File: src/rtl/tlb_pkg.sv
package tlb_pkg;

   // page table entry, read either as one word or as its fields
   typedef union packed
   {
      logic [63:0] raw;
      struct packed
      {
         logic [9:0]  reserved_hi;
         logic [43:0] ppn;
         logic [1:0]  rsw;
         logic        d;
         logic        a;
         logic        g;
         logic        u;
         logic        x;
         logic        w;
         logic        r;
         logic        v;
      } f;
   } pte_u;

   // page size codes, shared by walk level and stored size
   localparam logic [1:0] PG_1G = 2'd0;
   localparam logic [1:0] PG_2M = 2'd1;
   localparam logic [1:0] PG_4K = 2'd2;

   // access types
   localparam logic [1:0] ACC_LOAD  = 2'd0;
   localparam logic [1:0] ACC_STORE = 2'd1;
   localparam logic [1:0] ACC_FETCH = 2'd2;

   // privilege levels
   localparam logic [1:0] PRIV_USER  = 2'd0;
   localparam logic [1:0] PRIV_SUPER = 2'd1;

   // va bits 39 down to 12
   localparam int VA_TAG_W = 28;
   localparam int PPN_W    = 52;

endpackage
File: src/rtl/mmu_translate_top.sv
`timescale 1ns/1ns

module mmu_translate_top
#(
   parameter int LG_N = 2
)
(
   input  logic          clk,
   input  logic          reset,
   input  logic          active,
   input  logic          clear,
   input  logic          req,
   input  logic [63:0]   va,
   input  logic [1:0]    priv,
   input  logic [1:0]    acc_type,
   input  logic          walk_valid,
   input  tlb_pkg::pte_u walk_pte,
   input  logic [1:0]    walk_level,
   input  logic [63:0]   walk_va,
   output logic          result_valid,
   output logic          miss,
   output logic          fault,
   output logic [63:0]   pa,
   output logic          walk_error,
   output logic [63:0]   tlb_hits,
   output logic [63:0]   tlb_accesses
);

   // fill path
   logic        fill;
   logic [63:0] fill_va;
   logic [51:0] fill_ppn;
   logic [1:0]  fill_pgsize;
   logic        fill_readable;
   logic        fill_writable;
   logic        fill_executable;
   logic        fill_user;
   logic        fill_dirty;

   // lookup stage
   logic        lk_valid;
   logic        lk_hit;
   logic [63:0] lk_pa;
   logic        lk_readable;
   logic        lk_writable;
   logic        lk_executable;
   logic        lk_user;
   logic        lk_dirty;
   logic [1:0]  lk_priv;
   logic [1:0]  lk_acc_type;

   pte_fill_decode u_decode
   (
      .clk             (clk),
      .reset           (reset),
      .walk_valid      (walk_valid),
      .walk_pte        (walk_pte),
      .walk_level      (walk_level),
      .walk_va         (walk_va),
      .fill            (fill),
      .fill_va         (fill_va),
      .fill_ppn        (fill_ppn),
      .fill_pgsize     (fill_pgsize),
      .fill_readable   (fill_readable),
      .fill_writable   (fill_writable),
      .fill_executable (fill_executable),
      .fill_user       (fill_user),
      .fill_dirty      (fill_dirty),
      .walk_error      (walk_error)
   );

   tlb #(.LG_N(LG_N)) u_tlb
   (
      .clk             (clk),
      .reset           (reset),
      .clear           (clear),
      .active          (active),
      .req             (req),
      .va              (va),
      .priv            (priv),
      .acc_type        (acc_type),
      .fill            (fill),
      .fill_va         (fill_va),
      .fill_ppn        (fill_ppn),
      .fill_pgsize     (fill_pgsize),
      .fill_readable   (fill_readable),
      .fill_writable   (fill_writable),
      .fill_executable (fill_executable),
      .fill_user       (fill_user),
      .fill_dirty      (fill_dirty),
      .lk_valid        (lk_valid),
      .lk_hit          (lk_hit),
      .lk_pa           (lk_pa),
      .lk_readable     (lk_readable),
      .lk_writable     (lk_writable),
      .lk_executable   (lk_executable),
      .lk_user         (lk_user),
      .lk_dirty        (lk_dirty),
      .lk_priv         (lk_priv),
      .lk_acc_type     (lk_acc_type),
      .tlb_hits        (tlb_hits),
      .tlb_accesses    (tlb_accesses)
   );

   access_check u_check
   (
      .clk             (clk),
      .reset           (reset),
      .active          (active),
      .lk_valid        (lk_valid),
      .lk_hit          (lk_hit),
      .lk_pa           (lk_pa),
      .lk_readable     (lk_readable),
      .lk_writable     (lk_writable),
      .lk_executable   (lk_executable),
      .lk_user         (lk_user),
      .lk_dirty        (lk_dirty),
      .lk_priv         (lk_priv),
      .lk_acc_type     (lk_acc_type),
      .result_valid    (result_valid),
      .miss            (miss),
      .fault           (fault),
      .pa              (pa)
   );

endmodule

File: src/rtl/access_check.sv
`timescale 1ns/1ns

module access_check
(
   input  logic        clk,
   input  logic        reset,
   input  logic        active,
   input  logic        lk_valid,
   input  logic        lk_hit,
   input  logic [63:0] lk_pa,
   input  logic        lk_readable,
   input  logic        lk_writable,
   input  logic        lk_executable,
   input  logic        lk_user,
   input  logic        lk_dirty,
   input  logic [1:0]  lk_priv,
   input  logic [1:0]  lk_acc_type,
   output logic        result_valid,
   output logic        miss,
   output logic        fault,
   output logic [63:0] pa
);

   logic priv_bad;
   logic perm_bad;
   logic fault_n;
   logic r_active;

   // mode of the request now in the lookup stage
   always_ff @(posedge clk)
   begin
      r_active <= active;
   end

   // user pages for user mode only, and the reverse
   assign priv_bad = lk_user ? (lk_priv == tlb_pkg::PRIV_SUPER)
                             : (lk_priv == tlb_pkg::PRIV_USER);

   always_comb
   begin
      case (lk_acc_type)
         tlb_pkg::ACC_LOAD:  perm_bad = ~lk_readable;
         // stores also need the dirty bit, since A/D updates are not done here
         tlb_pkg::ACC_STORE: perm_bad = ~lk_writable | ~lk_dirty;
         tlb_pkg::ACC_FETCH: perm_bad = ~lk_executable;
         default:            perm_bad = 1'b0;
      endcase
   end

   // only a translated hit can fault
   assign fault_n = lk_valid & lk_hit & r_active & (priv_bad | perm_bad);

   always_ff @(posedge clk)
   begin
      if (reset)
      begin
         result_valid <= 1'b0;
         miss         <= 1'b0;
         fault        <= 1'b0;
      end
      else
      begin
         result_valid <= lk_valid;
         miss         <= lk_valid & ~lk_hit;
         fault        <= fault_n;
      end
   end

   always_ff @(posedge clk)
   begin
      pa <= lk_pa;
   end

endmodule

File: src/rtl/tlb.sv
`timescale 1ns/1ns

module tlb
#(
   parameter int LG_N = 2
)
(
   input  logic        clk,
   input  logic        reset,
   input  logic        clear,
   input  logic        active,
   input  logic        req,
   input  logic [63:0] va,
   input  logic [1:0]  priv,
   input  logic [1:0]  acc_type,
   input  logic        fill,
   input  logic [63:0] fill_va,
   input  logic [51:0] fill_ppn,
   input  logic [1:0]  fill_pgsize,
   input  logic        fill_readable,
   input  logic        fill_writable,
   input  logic        fill_executable,
   input  logic        fill_user,
   input  logic        fill_dirty,
   output logic        lk_valid,
   output logic        lk_hit,
   output logic [63:0] lk_pa,
   output logic        lk_readable,
   output logic        lk_writable,
   output logic        lk_executable,
   output logic        lk_user,
   output logic        lk_dirty,
   output logic [1:0]  lk_priv,
   output logic [1:0]  lk_acc_type,
   output logic [63:0] tlb_hits,
   output logic [63:0] tlb_accesses
);

   localparam int N = 1 << LG_N;

   logic [N-1:0]                 r_valid;
   logic [N-1:0]                 r_readable;
   logic [N-1:0]                 r_writable;
   logic [N-1:0]                 r_executable;
   logic [N-1:0]                 r_user;
   logic [N-1:0]                 r_dirty;
   logic [1:0]                   r_pgsize [N];
   logic [tlb_pkg::VA_TAG_W-1:0] r_tag [N];
   logic [tlb_pkg::PPN_W-1:0]    r_ppn [N];

   logic [N-1:0]    w_hits;
   logic [LG_N:0]   w_idx;
   logic [LG_N-1:0] sel;
   logic            any_hit;
   logic [63:0]     pa_sel;
   logic [15:0]     r_lfsr;
   logic [LG_N-1:0] victim;

   // tag compare at each entry's own page size
   for (genvar i = 0; i < N; i++)
   begin : g_match
      logic m4k, m2m, m1g;
      assign m4k = (r_pgsize[i] == tlb_pkg::PG_4K) & (r_tag[i] == va[39:12]);
      assign m2m = (r_pgsize[i] == tlb_pkg::PG_2M) & (r_tag[i][27:9] == va[39:21]);
      assign m1g = (r_pgsize[i] == tlb_pkg::PG_1G) & (r_tag[i][27:18] == va[39:30]);
      assign w_hits[i] = r_valid[i] & (m4k | m2m | m1g);
   end

   find_first_set #(.LG_N(LG_N)) u_ffs
   (
      .in (w_hits),
      .y  (w_idx)
   );

   assign sel     = w_idx[LG_N-1:0];
   assign any_hit = w_idx[LG_N];

   // splice page offset from va according to page size
   always_comb
   begin
      case (r_pgsize[sel])
         tlb_pkg::PG_1G: pa_sel = {r_ppn[sel][51:18], va[29:0]};
         tlb_pkg::PG_2M: pa_sel = {r_ppn[sel][51:9], va[20:0]};
         default:        pa_sel = {r_ppn[sel], va[11:0]};
      endcase
   end

   // victim choice, free running
   always_ff @(posedge clk)
   begin
      if (reset)
         r_lfsr <= 16'd1;
      else
         r_lfsr <= {r_lfsr[14:0], r_lfsr[15] ^ r_lfsr[13] ^ r_lfsr[12] ^ r_lfsr[10]};
   end

   assign victim = r_lfsr[LG_N:1];

   // clear wins over a fill in the same cycle
   always_ff @(posedge clk)
   begin
      if (reset || clear)
         r_valid <= '0;
      else if (fill)
         r_valid[victim] <= 1'b1;
   end

   always_ff @(posedge clk)
   begin
      if (fill)
      begin
         r_tag[victim]        <= fill_va[39:12];
         r_ppn[victim]        <= fill_ppn;
         r_pgsize[victim]     <= fill_pgsize;
         r_readable[victim]   <= fill_readable;
         r_writable[victim]   <= fill_writable;
         r_executable[victim] <= fill_executable;
         r_user[victim]       <= fill_user;
         r_dirty[victim]      <= fill_dirty;
      end
   end

   // translated requests only
   always_ff @(posedge clk)
   begin
      if (reset)
      begin
         tlb_hits     <= '0;
         tlb_accesses <= '0;
      end
      else if (active & req)
      begin
         tlb_accesses <= tlb_accesses + 64'd1;
         if (any_hit)
            tlb_hits <= tlb_hits + 64'd1;
      end
   end

   always_ff @(posedge clk)
   begin
      if (reset)
         lk_valid <= 1'b0;
      else
         lk_valid <= req;
   end

   // lookup stage, bare mode passes va through as a hit
   always_ff @(posedge clk)
   begin
      lk_hit        <= active ? (req & any_hit) : 1'b1;
      lk_pa         <= active ? pa_sel : va;
      lk_readable   <= r_readable[sel];
      lk_writable   <= r_writable[sel];
      lk_executable <= r_executable[sel];
      lk_user       <= r_user[sel];
      lk_dirty      <= r_dirty[sel];
      lk_priv       <= priv;
      lk_acc_type   <= acc_type;
   end

endmodule

File: src/rtl/find_first_set.sv
`timescale 1ns/1ns

module find_first_set
#(
   parameter int LG_N = 2
)
(
   input  logic [(1<<LG_N)-1:0] in,
   output logic [LG_N:0]        y
);

   localparam int N = 1 << LG_N;

   // scan from the top so the lowest set bit wins
   always_comb
   begin
      y = '0;
      for (int i = N - 1; i >= 0; i--)
      begin
         if (in[i])
         begin
            y[LG_N-1:0] = LG_N'(i);
            y[LG_N]     = 1'b1;
         end
      end
   end

endmodule

File: src/rtl/pte_fill_decode.sv
`timescale 1ns/1ns

module pte_fill_decode
(
   input  logic              clk,
   input  logic              reset,
   input  logic              walk_valid,
   input  tlb_pkg::pte_u     walk_pte,
   input  logic [1:0]        walk_level,
   input  logic [63:0]       walk_va,
   output logic              fill,
   output logic [63:0]       fill_va,
   output logic [51:0]       fill_ppn,
   output logic [1:0]        fill_pgsize,
   output logic              fill_readable,
   output logic              fill_writable,
   output logic              fill_executable,
   output logic              fill_user,
   output logic              fill_dirty,
   output logic              walk_error
);

   logic has_perm;
   logic perm_ok;
   logic aligned;
   logic legal;

   // a leaf needs some permission, and write only together with read
   assign has_perm = walk_pte.f.r | walk_pte.f.w | walk_pte.f.x;
   assign perm_ok  = has_perm & ~(walk_pte.f.w & ~walk_pte.f.r);

   // superpages must have their low ppn bits clear
   always_comb
   begin
      case (walk_level)
         tlb_pkg::PG_4K: aligned = 1'b1;
         tlb_pkg::PG_2M: aligned = (walk_pte.f.ppn[8:0] == 9'd0);
         tlb_pkg::PG_1G: aligned = (walk_pte.f.ppn[17:0] == 18'd0);
         default:        aligned = 1'b0;
      endcase
   end

   assign legal = walk_pte.f.v & perm_ok & aligned;

   always_ff @(posedge clk)
   begin
      if (reset)
      begin
         fill       <= 1'b0;
         walk_error <= 1'b0;
      end
      else
      begin
         fill       <= walk_valid & legal;
         walk_error <= walk_valid & ~legal;
      end
   end

   // held alongside the fill strobe
   always_ff @(posedge clk)
   begin
      fill_va         <= walk_va;
      fill_ppn        <= {8'd0, walk_pte.f.ppn};
      fill_pgsize     <= walk_level;
      fill_readable   <= walk_pte.f.r;
      fill_writable   <= walk_pte.f.w;
      fill_executable <= walk_pte.f.x;
      fill_user       <= walk_pte.f.u;
      fill_dirty      <= walk_pte.f.d;
   end

endmodule

File: config.mk
export PLATFORM = sky130hd
export DESIGN_NAME = mmu_translate_top
export DESIGN_NICKNAME = d
export VERILOG_FILES = /design/src/rtl/tlb_pkg.sv /design/src/rtl/mmu_translate_top.sv /design/src/rtl/access_check.sv /design/src/rtl/tlb.sv /design/src/rtl/find_first_set.sv /design/src/rtl/pte_fill_decode.sv
export SDC_FILE = /design/constraint.sdc
export NUM_CORES = 1
export LEC_CHECK = 0
export ABC_AREA = 1
export BUFFER_PORTS_ARGS = -buffer_cell sky130_fd_sc_hd__clkbuf_2
export CAP_MARGIN = 20
export CORE_MARGIN = 4
export CORE_UTILIZATION = 40
export CTS_BUF_LIST = sky130_fd_sc_hd__clkbuf_4
export CTS_CLUSTER_SIZE = 10
export DETAILED_ROUTE_END_ITERATION = 8
export SYNTH_ARGS = -nofsm -noshare
export SYNTH_HDL_FRONTEND = slang
export SYNTH_SLANG_ARGS = --single-unit
File: constraint.sdc
create_clock -name clk -period 6.25 [get_ports clk]
set_clock_uncertainty 0.05 [all_clocks]
set_input_delay 0.3125 -clock clk [delete_from_list [all_inputs] [get_ports clk]]
set_output_delay 0.3125 -clock clk [all_outputs]
set_load 0.005 [all_outputs]
## Word-level counts from Yosys, hierarchy flattened

Memory sizes are Yosys's and may differ from the RTL's.
Index checks and enable logic that the tools add are counted.

- Reduce and logical (&&, ||, !) cells: 13
- Equal/unequal tests: 26
- Add/subtract/negate cells: 2
- Bitwise gates (word level): 52
- $lt $le $gt $ge: 3
- Multiplexer cells: 28

Operators by type and width:

| operator | number |
|---|---|
| $add 64x1->64 const B | 2 |
| $eq 28x28->1 | 4 |
| $eq 19x19->1 | 4 |
| $mux 64 | 1 |
| $pmux 30 s2 | 1 |
| $eq 10x10->1 | 4 |
| $and 1x1->1 | 28 |
| $bwmux 4 | 5 |
| $logic_not 18->1 | 1 |
| $eq 2x1->1 const B | 8 |
| $logic_not 2->1 | 8 |
| $eq 2x2->1 const B | 6 |
| $mux 3 | 4 |
| $or 1x1->1 | 12 |
| $bmux 1 s2 | 5 |
| $logic_not 9->1 | 1 |
| $mux 1 | 9 |
| $not 1->1 | 8 |
| $lt 2x3->1 const B | 2 |
| $pmux 1 s3 | 2 |
| $or 4x4->4 | 1 |
| $xor 1x1->1 | 3 |
| $demux 1 s2 | 1 |
| $ge 2x1->1 const B | 1 |
| other kinds (3) | 3 |

- Output and inout port bits: 196
- Bits of input ports: 204
- Logic and storage cells: 161
- Flip-flop bits (word level): 404
- Memories: 3
- Memory bits (writable): 296

Memory list:

| name | words | bits a word | read ports | clocked after Yosys merged registers in | wr ports | RTL line | RTL |
|---|---|---|---|---|---|---|---|
| u_tlb.r_ppn | 4 | 44 | 1 | 0 | 1 | tlb.sv:49 | `logic [tlb_pkg::PPN_W-1:0] r_ppn [N];` |
| u_tlb.r_tag | 4 | 28 | 4 | 0 | 1 | tlb.sv:48 | `logic [tlb_pkg::VA_TAG_W-1:0] r_tag [N];` |
| u_tlb.r_pgsize | 4 | 2 | 5 | 0 | 1 | tlb.sv:47 | `logic [1:0] r_pgsize [N];` |

## Longest topological paths before layout

An unclocked memory read counts as a cell.

- Word-level depth: 14
- Gate-level depth with buffers: 23
- Mapped depth without buffers: 21

## Cells and area by module

A second synthesis with hierarchy kept.

- Cells, all modules: 2737
- Area total of the unflattened synthesis: 27699.1 µm²

By module, submodules not included:

| module | area each (µm²) | sequential area each (µm²) | cells each | times used |
|---|---|---|---|---|
| tlb | 23690.2 | 14914.3 | 2488 | 1 |
| pte_fill_decode | 2541.2 | 2342.2 | 158 | 1 |
| access_check | 1431.4 | 1361.3 | 83 | 1 |
| find_first_set | 36.3 | 0.0 | 8 | 1 |

## Worst setup path before layout

Ideal clock, no wire load.

- Path type: reg-to-reg
- From: register, netlist name u_tlb.r_lfsr[2]
- To: register u_tlb.r_dirty[3] (enable)
- Library setup time: 616 ps
- Arrival time: 5819 ps
- Path slack: -234 ps
- Cell stages (with the launch flop): 3
- Required time: 5584 ps
- Path buffers: 0
- Period minus slack after synthesis: 6484 ps
- Cells stage by stage: dfxtp_1 inv_1 nor3_1

RTL lines:

| item | RTL line | RTL |
|---|---|---|
| end signal, assigned by index | tlb.sv:119 | `r_dirty[victim] <= fill_dirty;` |
| end, declared | tlb.sv:46 | `logic [N-1:0] r_dirty;` |

==> metrics.txt <==
status finished clean; Top Usage Layer GRT met2; flops & latches, synth just under 700; Max-Slew Margin vs Limit approximately 23%; launch point of the worst reg-to-reg path u_tlb.r_pgsize[2][0]$_DFFE_PP_; clock period minus worst slack about 3.8 ns; power per unit of standard cell area roughly 260 nW/um2; cell type contributing the most total cell area after synthesis edfxtp_1; static leakage ~15 nW; Critical Setup Path Class flip-flop to flip-flop; Setup crit end kind flip-flop; class of the most critical hold timing path primary input to flip-flop; Combinational Power Share under 10%; launch point of the worst hold path clear; ports placed on the boundary 400; Compound-Gate Fraction of Synth Area ~4.8%; final wirelength approximately 80 mm; element type at the critical path start flip-flop; horizontal die dimension around 270 um; syn_nets between 3000 and 4000; clock tree from TritonCTS built; share of total power in the clock network approximately 43%; source-to-sink clock delay at the later pin of the worst-skew pair about 1.0 ns; largest net degree at the start of global routing 97; Global Route met1 Usage around a quarter; first drt pass iteration count 6; Bufs and invs on worst path 4; full die area roughly 74000 um2; EDFF count, synth approximately 320; clock-pin slew on the worst setup and hold paths 0.07 ns; final period utilization 60.2%; max-cap violations 0; met3 GRT Util 5.10%; simple-gate area share of the yosys netlist 22.4%; overall routing resource usage approximately a fifth; Sw Pwr roughly 2.2 mW; depth of the worst register-to-register path 20; Worst Tran Pin Value between 1 and 1.5 ns; internal power summed over all cells slightly above 7 mW; GRT Residual Overflow 0; CP Cell Sequence inv_1 -> nand2_1 -> nor2_1 -> nand2_1 -> nor2_1 -> nand2_1 -> nor2_1 -> nand2_1 -> nand2_1 -> nand2_2 -> nand2_2 -> nand2_4 -> nand2_4 -> buf_4 -> a21oi_1 -> o21ai_1 -> nand3_1 -> nand2_1 -> dlygate4sd3_1 -> inv_1; post-synthesis async set-or-reset flop share 0%; ys flop type dfxtp_1; maximum resistive drop on vdd 157 uV; number of nets in the layout a little under 4000; via count around 23000; Slew Viols, Final 0; post-synth top area share between 30% and 40%; # clock sinks between 600 and 700; end point of the worst hold path u_tlb.r_valid[0]$_SDFFE_PP0P_; final core area utilization between 50% and 60%; leading cell types in the layout, fill and taps excluded 595 x nand2_1, 376 x inv_1, 372 x dfxtp_1; xor-xnor portion of the synthesized cell area about 5.1%; growth of design area from synthesis to finish 28.6%; half-perimeter wire length after detailed placement 53.3 mm; Min-Delay Path Depth 4; sequential cell area fraction in the yosys report between 60% and 70%; switch share a little under a quarter; worst flop-to-flop path endpoint u_tlb.lk_pa[54]$_DFF_P_; Req. time, crit path approximately 7 ns; H-tree Lvls 4; CP top delay family simple AND/OR/NAND/NOR gates; number of buffers on the longest clock path 3; Buffers on Ports 349; hold slack final 0.162 ns; die boundary height 273 um; antenna violations before repair 11; adder and majority gate portion of the synthesized area 0.0893%; cell occurring most often along the worst timing path nand2_1; Fin. Hold Viols 0; wire length of the first global-routing pass 122 mm; Filler Cells Inserted approximately 6300; share of final-layout standard cells stronger than drive strength 1 between 20% and 30%; endpoint arrival time on the critical path 4.57 ns; starting density of the core approximately 41%; post-route DRC violation count 0; Max Fclk about 270 MHz; wire length per cell 16.6 um; Netlist Area Pre-Place around 28000 um2; violation count after the first detailed-route iteration roughly 1600; mean area per synthesized cell between 9 and 10 um2; cell with the biggest individual delay on the critical path buf_4; Detail Route Antenna Nets 0; average vias per placed instance about 4.7; cell at the root of the clock tree clkbuf_4; unrepaired setup endpoints after global routing no; clock buffers created by TritonCTS about 180; multiplexer share of the synthesized area 0%; RePlAce Congestion 0.949; cell count after synthesis a little under 3000; largest fanout on the critical path 60; sequential share of power a little over half; unique cell type count in the Yosys netlist between 50 and 60; via count of the first global-routing pass between 20000 and 25000; number of gates resized after CTS 0; Crit path largest cell delay roughly 0.65 ns; combinational family with the most area after synthesis simple AND/OR/NAND/NOR gates; fraction of met2 tracks used by global routing 34.7%; number of failing setup endpoints in the final timing report 0; number of warnings issued by yosys 0; cells taking the most area after synthesis edfxtp_1 34%, dfxtp_1 27%, nand2_1 8.0%, inv_1 5.0%, nor2_1 4.2%; # rows 96; total core area about 69000 um2; setup slack on the worst flop-to-flop path around 2.5 ns; most common library cell in the layout ignoring fill and taps nand2_1
area by class of cell:
| cell class | count | area [um2] | share of cell area, % |
|---|---|---|---|
| diodes | 11 | 27.5 | 0.0763 |
| clock buffers | 270 | 2030 | 5.62 |
| clock inverters | 68 | 400 | 1.11 |
| inverters | 403 | 1520 | 4.20 |
| multi-input cells | 1777 | 9090 | 25.2 |
| flip-flops and latches | 688 | 16900 | 47.0 |
| well taps | 931 | 1160 | 3.23 |
| repair buffers | 662 | 4890 | 13.6 |
per-layer routing:
| layer | up-vias | routed length (um) | share of wire (%) |
|---|---|---|---|
| li1 | 11296 | - | - |
| met1 | 10584 | 34500 | 43 |
| met2 | 684 | 38200 | 48 |
| met3 | 163 | 4680 | 5.9 |
| met4 | 0 | 2420 | 3.0 |
| met5 | - | 0 | 0 |
state kept, by name (all words and copies together) (netlist names), 8 cells and up:
register            count
u_tlb.r_lfsr           16
u_decode.fill_ppn      44
u_tlb.r_pgsize          8
u_tlb.tlb_accesses     64
u_check.pa             64
u_decode.fill_va       28
u_tlb.tlb_hits         64
u_tlb.r_tag           112
u_tlb.lk_pa            64
u_tlb.r_ppn           176
cell usage after synthesis (all sizes together) (9+ instances only):
| library cell | instances |
|---|---|
| nand4 | 66 |
| nor2 | 322 |
| a21oi | 108 |
| or2 | 30 |
| nor4 | 37 |
| xnor2 | 58 |
| nand2 | 607 |
| clkbuf | 21 |
| and2 | 9 |
| o211ai | 27 |
| xor2 | 97 |
| nand3 | 219 |
| o21ai | 67 |
| nor3 | 96 |
| inv | 400 |
| edfxtp | 316 |
| dfxtp | 372 |
| buf | 61 |
kinds of logic after synthesis:
| kind of cell | Yosys count |
|---|---|
| buf+inv | 485 |
| xor+xnor | 155 |
| fa+ha+maj | 2 |
| flops | 688 |
| compound gates | 217 |
| simple gates | 1403 |
worst max-delay path by stage:
stage                                               from                               to  cells after the start
after global routing      u_tlb.r_pgsize[2][0]$_DFFE_PP_          u_tlb.lk_pa[54]$_DFF_P_                     20
after CTS                 u_tlb.r_pgsize[2][0]$_DFFE_PP_          u_tlb.lk_pa[54]$_DFF_P_                     20
after detailed placement                          va[29]  u_tlb.tlb_hits[58]$_SDFFE_PP0P_                     12
final                     u_tlb.r_pgsize[2][0]$_DFFE_PP_          u_tlb.lk_pa[54]$_DFF_P_                     20
after floorplan                 u_decode.fill$_SDFF_PP0_       u_tlb.r_dirty[1]$_DFFE_PP_                      2
after global placement                            va[29]  u_tlb.tlb_hits[63]$_SDFFE_PP0P_                     12
metrics by stage:
step | power, mW | instances | setup TNS, ns | setup slack (ns) | area, um2
floorplan | 5.09 | 2950 | -49.10 | -0.222 | 28000
global placement | 5.24 | 4163 | 0 | 2.24 | 30600
detailed placement | 5.25 | 4163 | 0 | 2.21 | 30600
CTS | 9.44 | 4795 | 0 | 2.00 | 35900
global route | 9.77 | 4808 | 0 | 2.07 | 36000
finish | 9.31 | 4810 | 0 | 2.49 | 36100
what timing repair did:
action                     CTS  global route
setup buffers                0             0
hold buffers               294             0
hold endpoints to repair   215             0
setup endpoints to repair    0             0
power by group through the flow:
| stage | clock (mW) | combinational, mW | sequential [mW] |
|---|---|---|---|
| final | 4.01 | 0.461 | 4.84 |
| after detailed placement | 0 | 0.308 | 4.94 |
| after global routing | 4.42 | 0.503 | 4.85 |
| after floorplan | 0 | 0.164 | 4.92 |
| after global placement | 0 | 0.307 | 4.94 |
| after CTS | 4.14 | 0.459 | 4.84 |
tightest hold or removal path, stage by stage:
cell	delay, ns
dlygate4sd3_1	0.54
clkbuf_2	0.10
or2_2	0.14
nor2_1	0.05
Note: power is estimated with default switching activity, not from simulation.
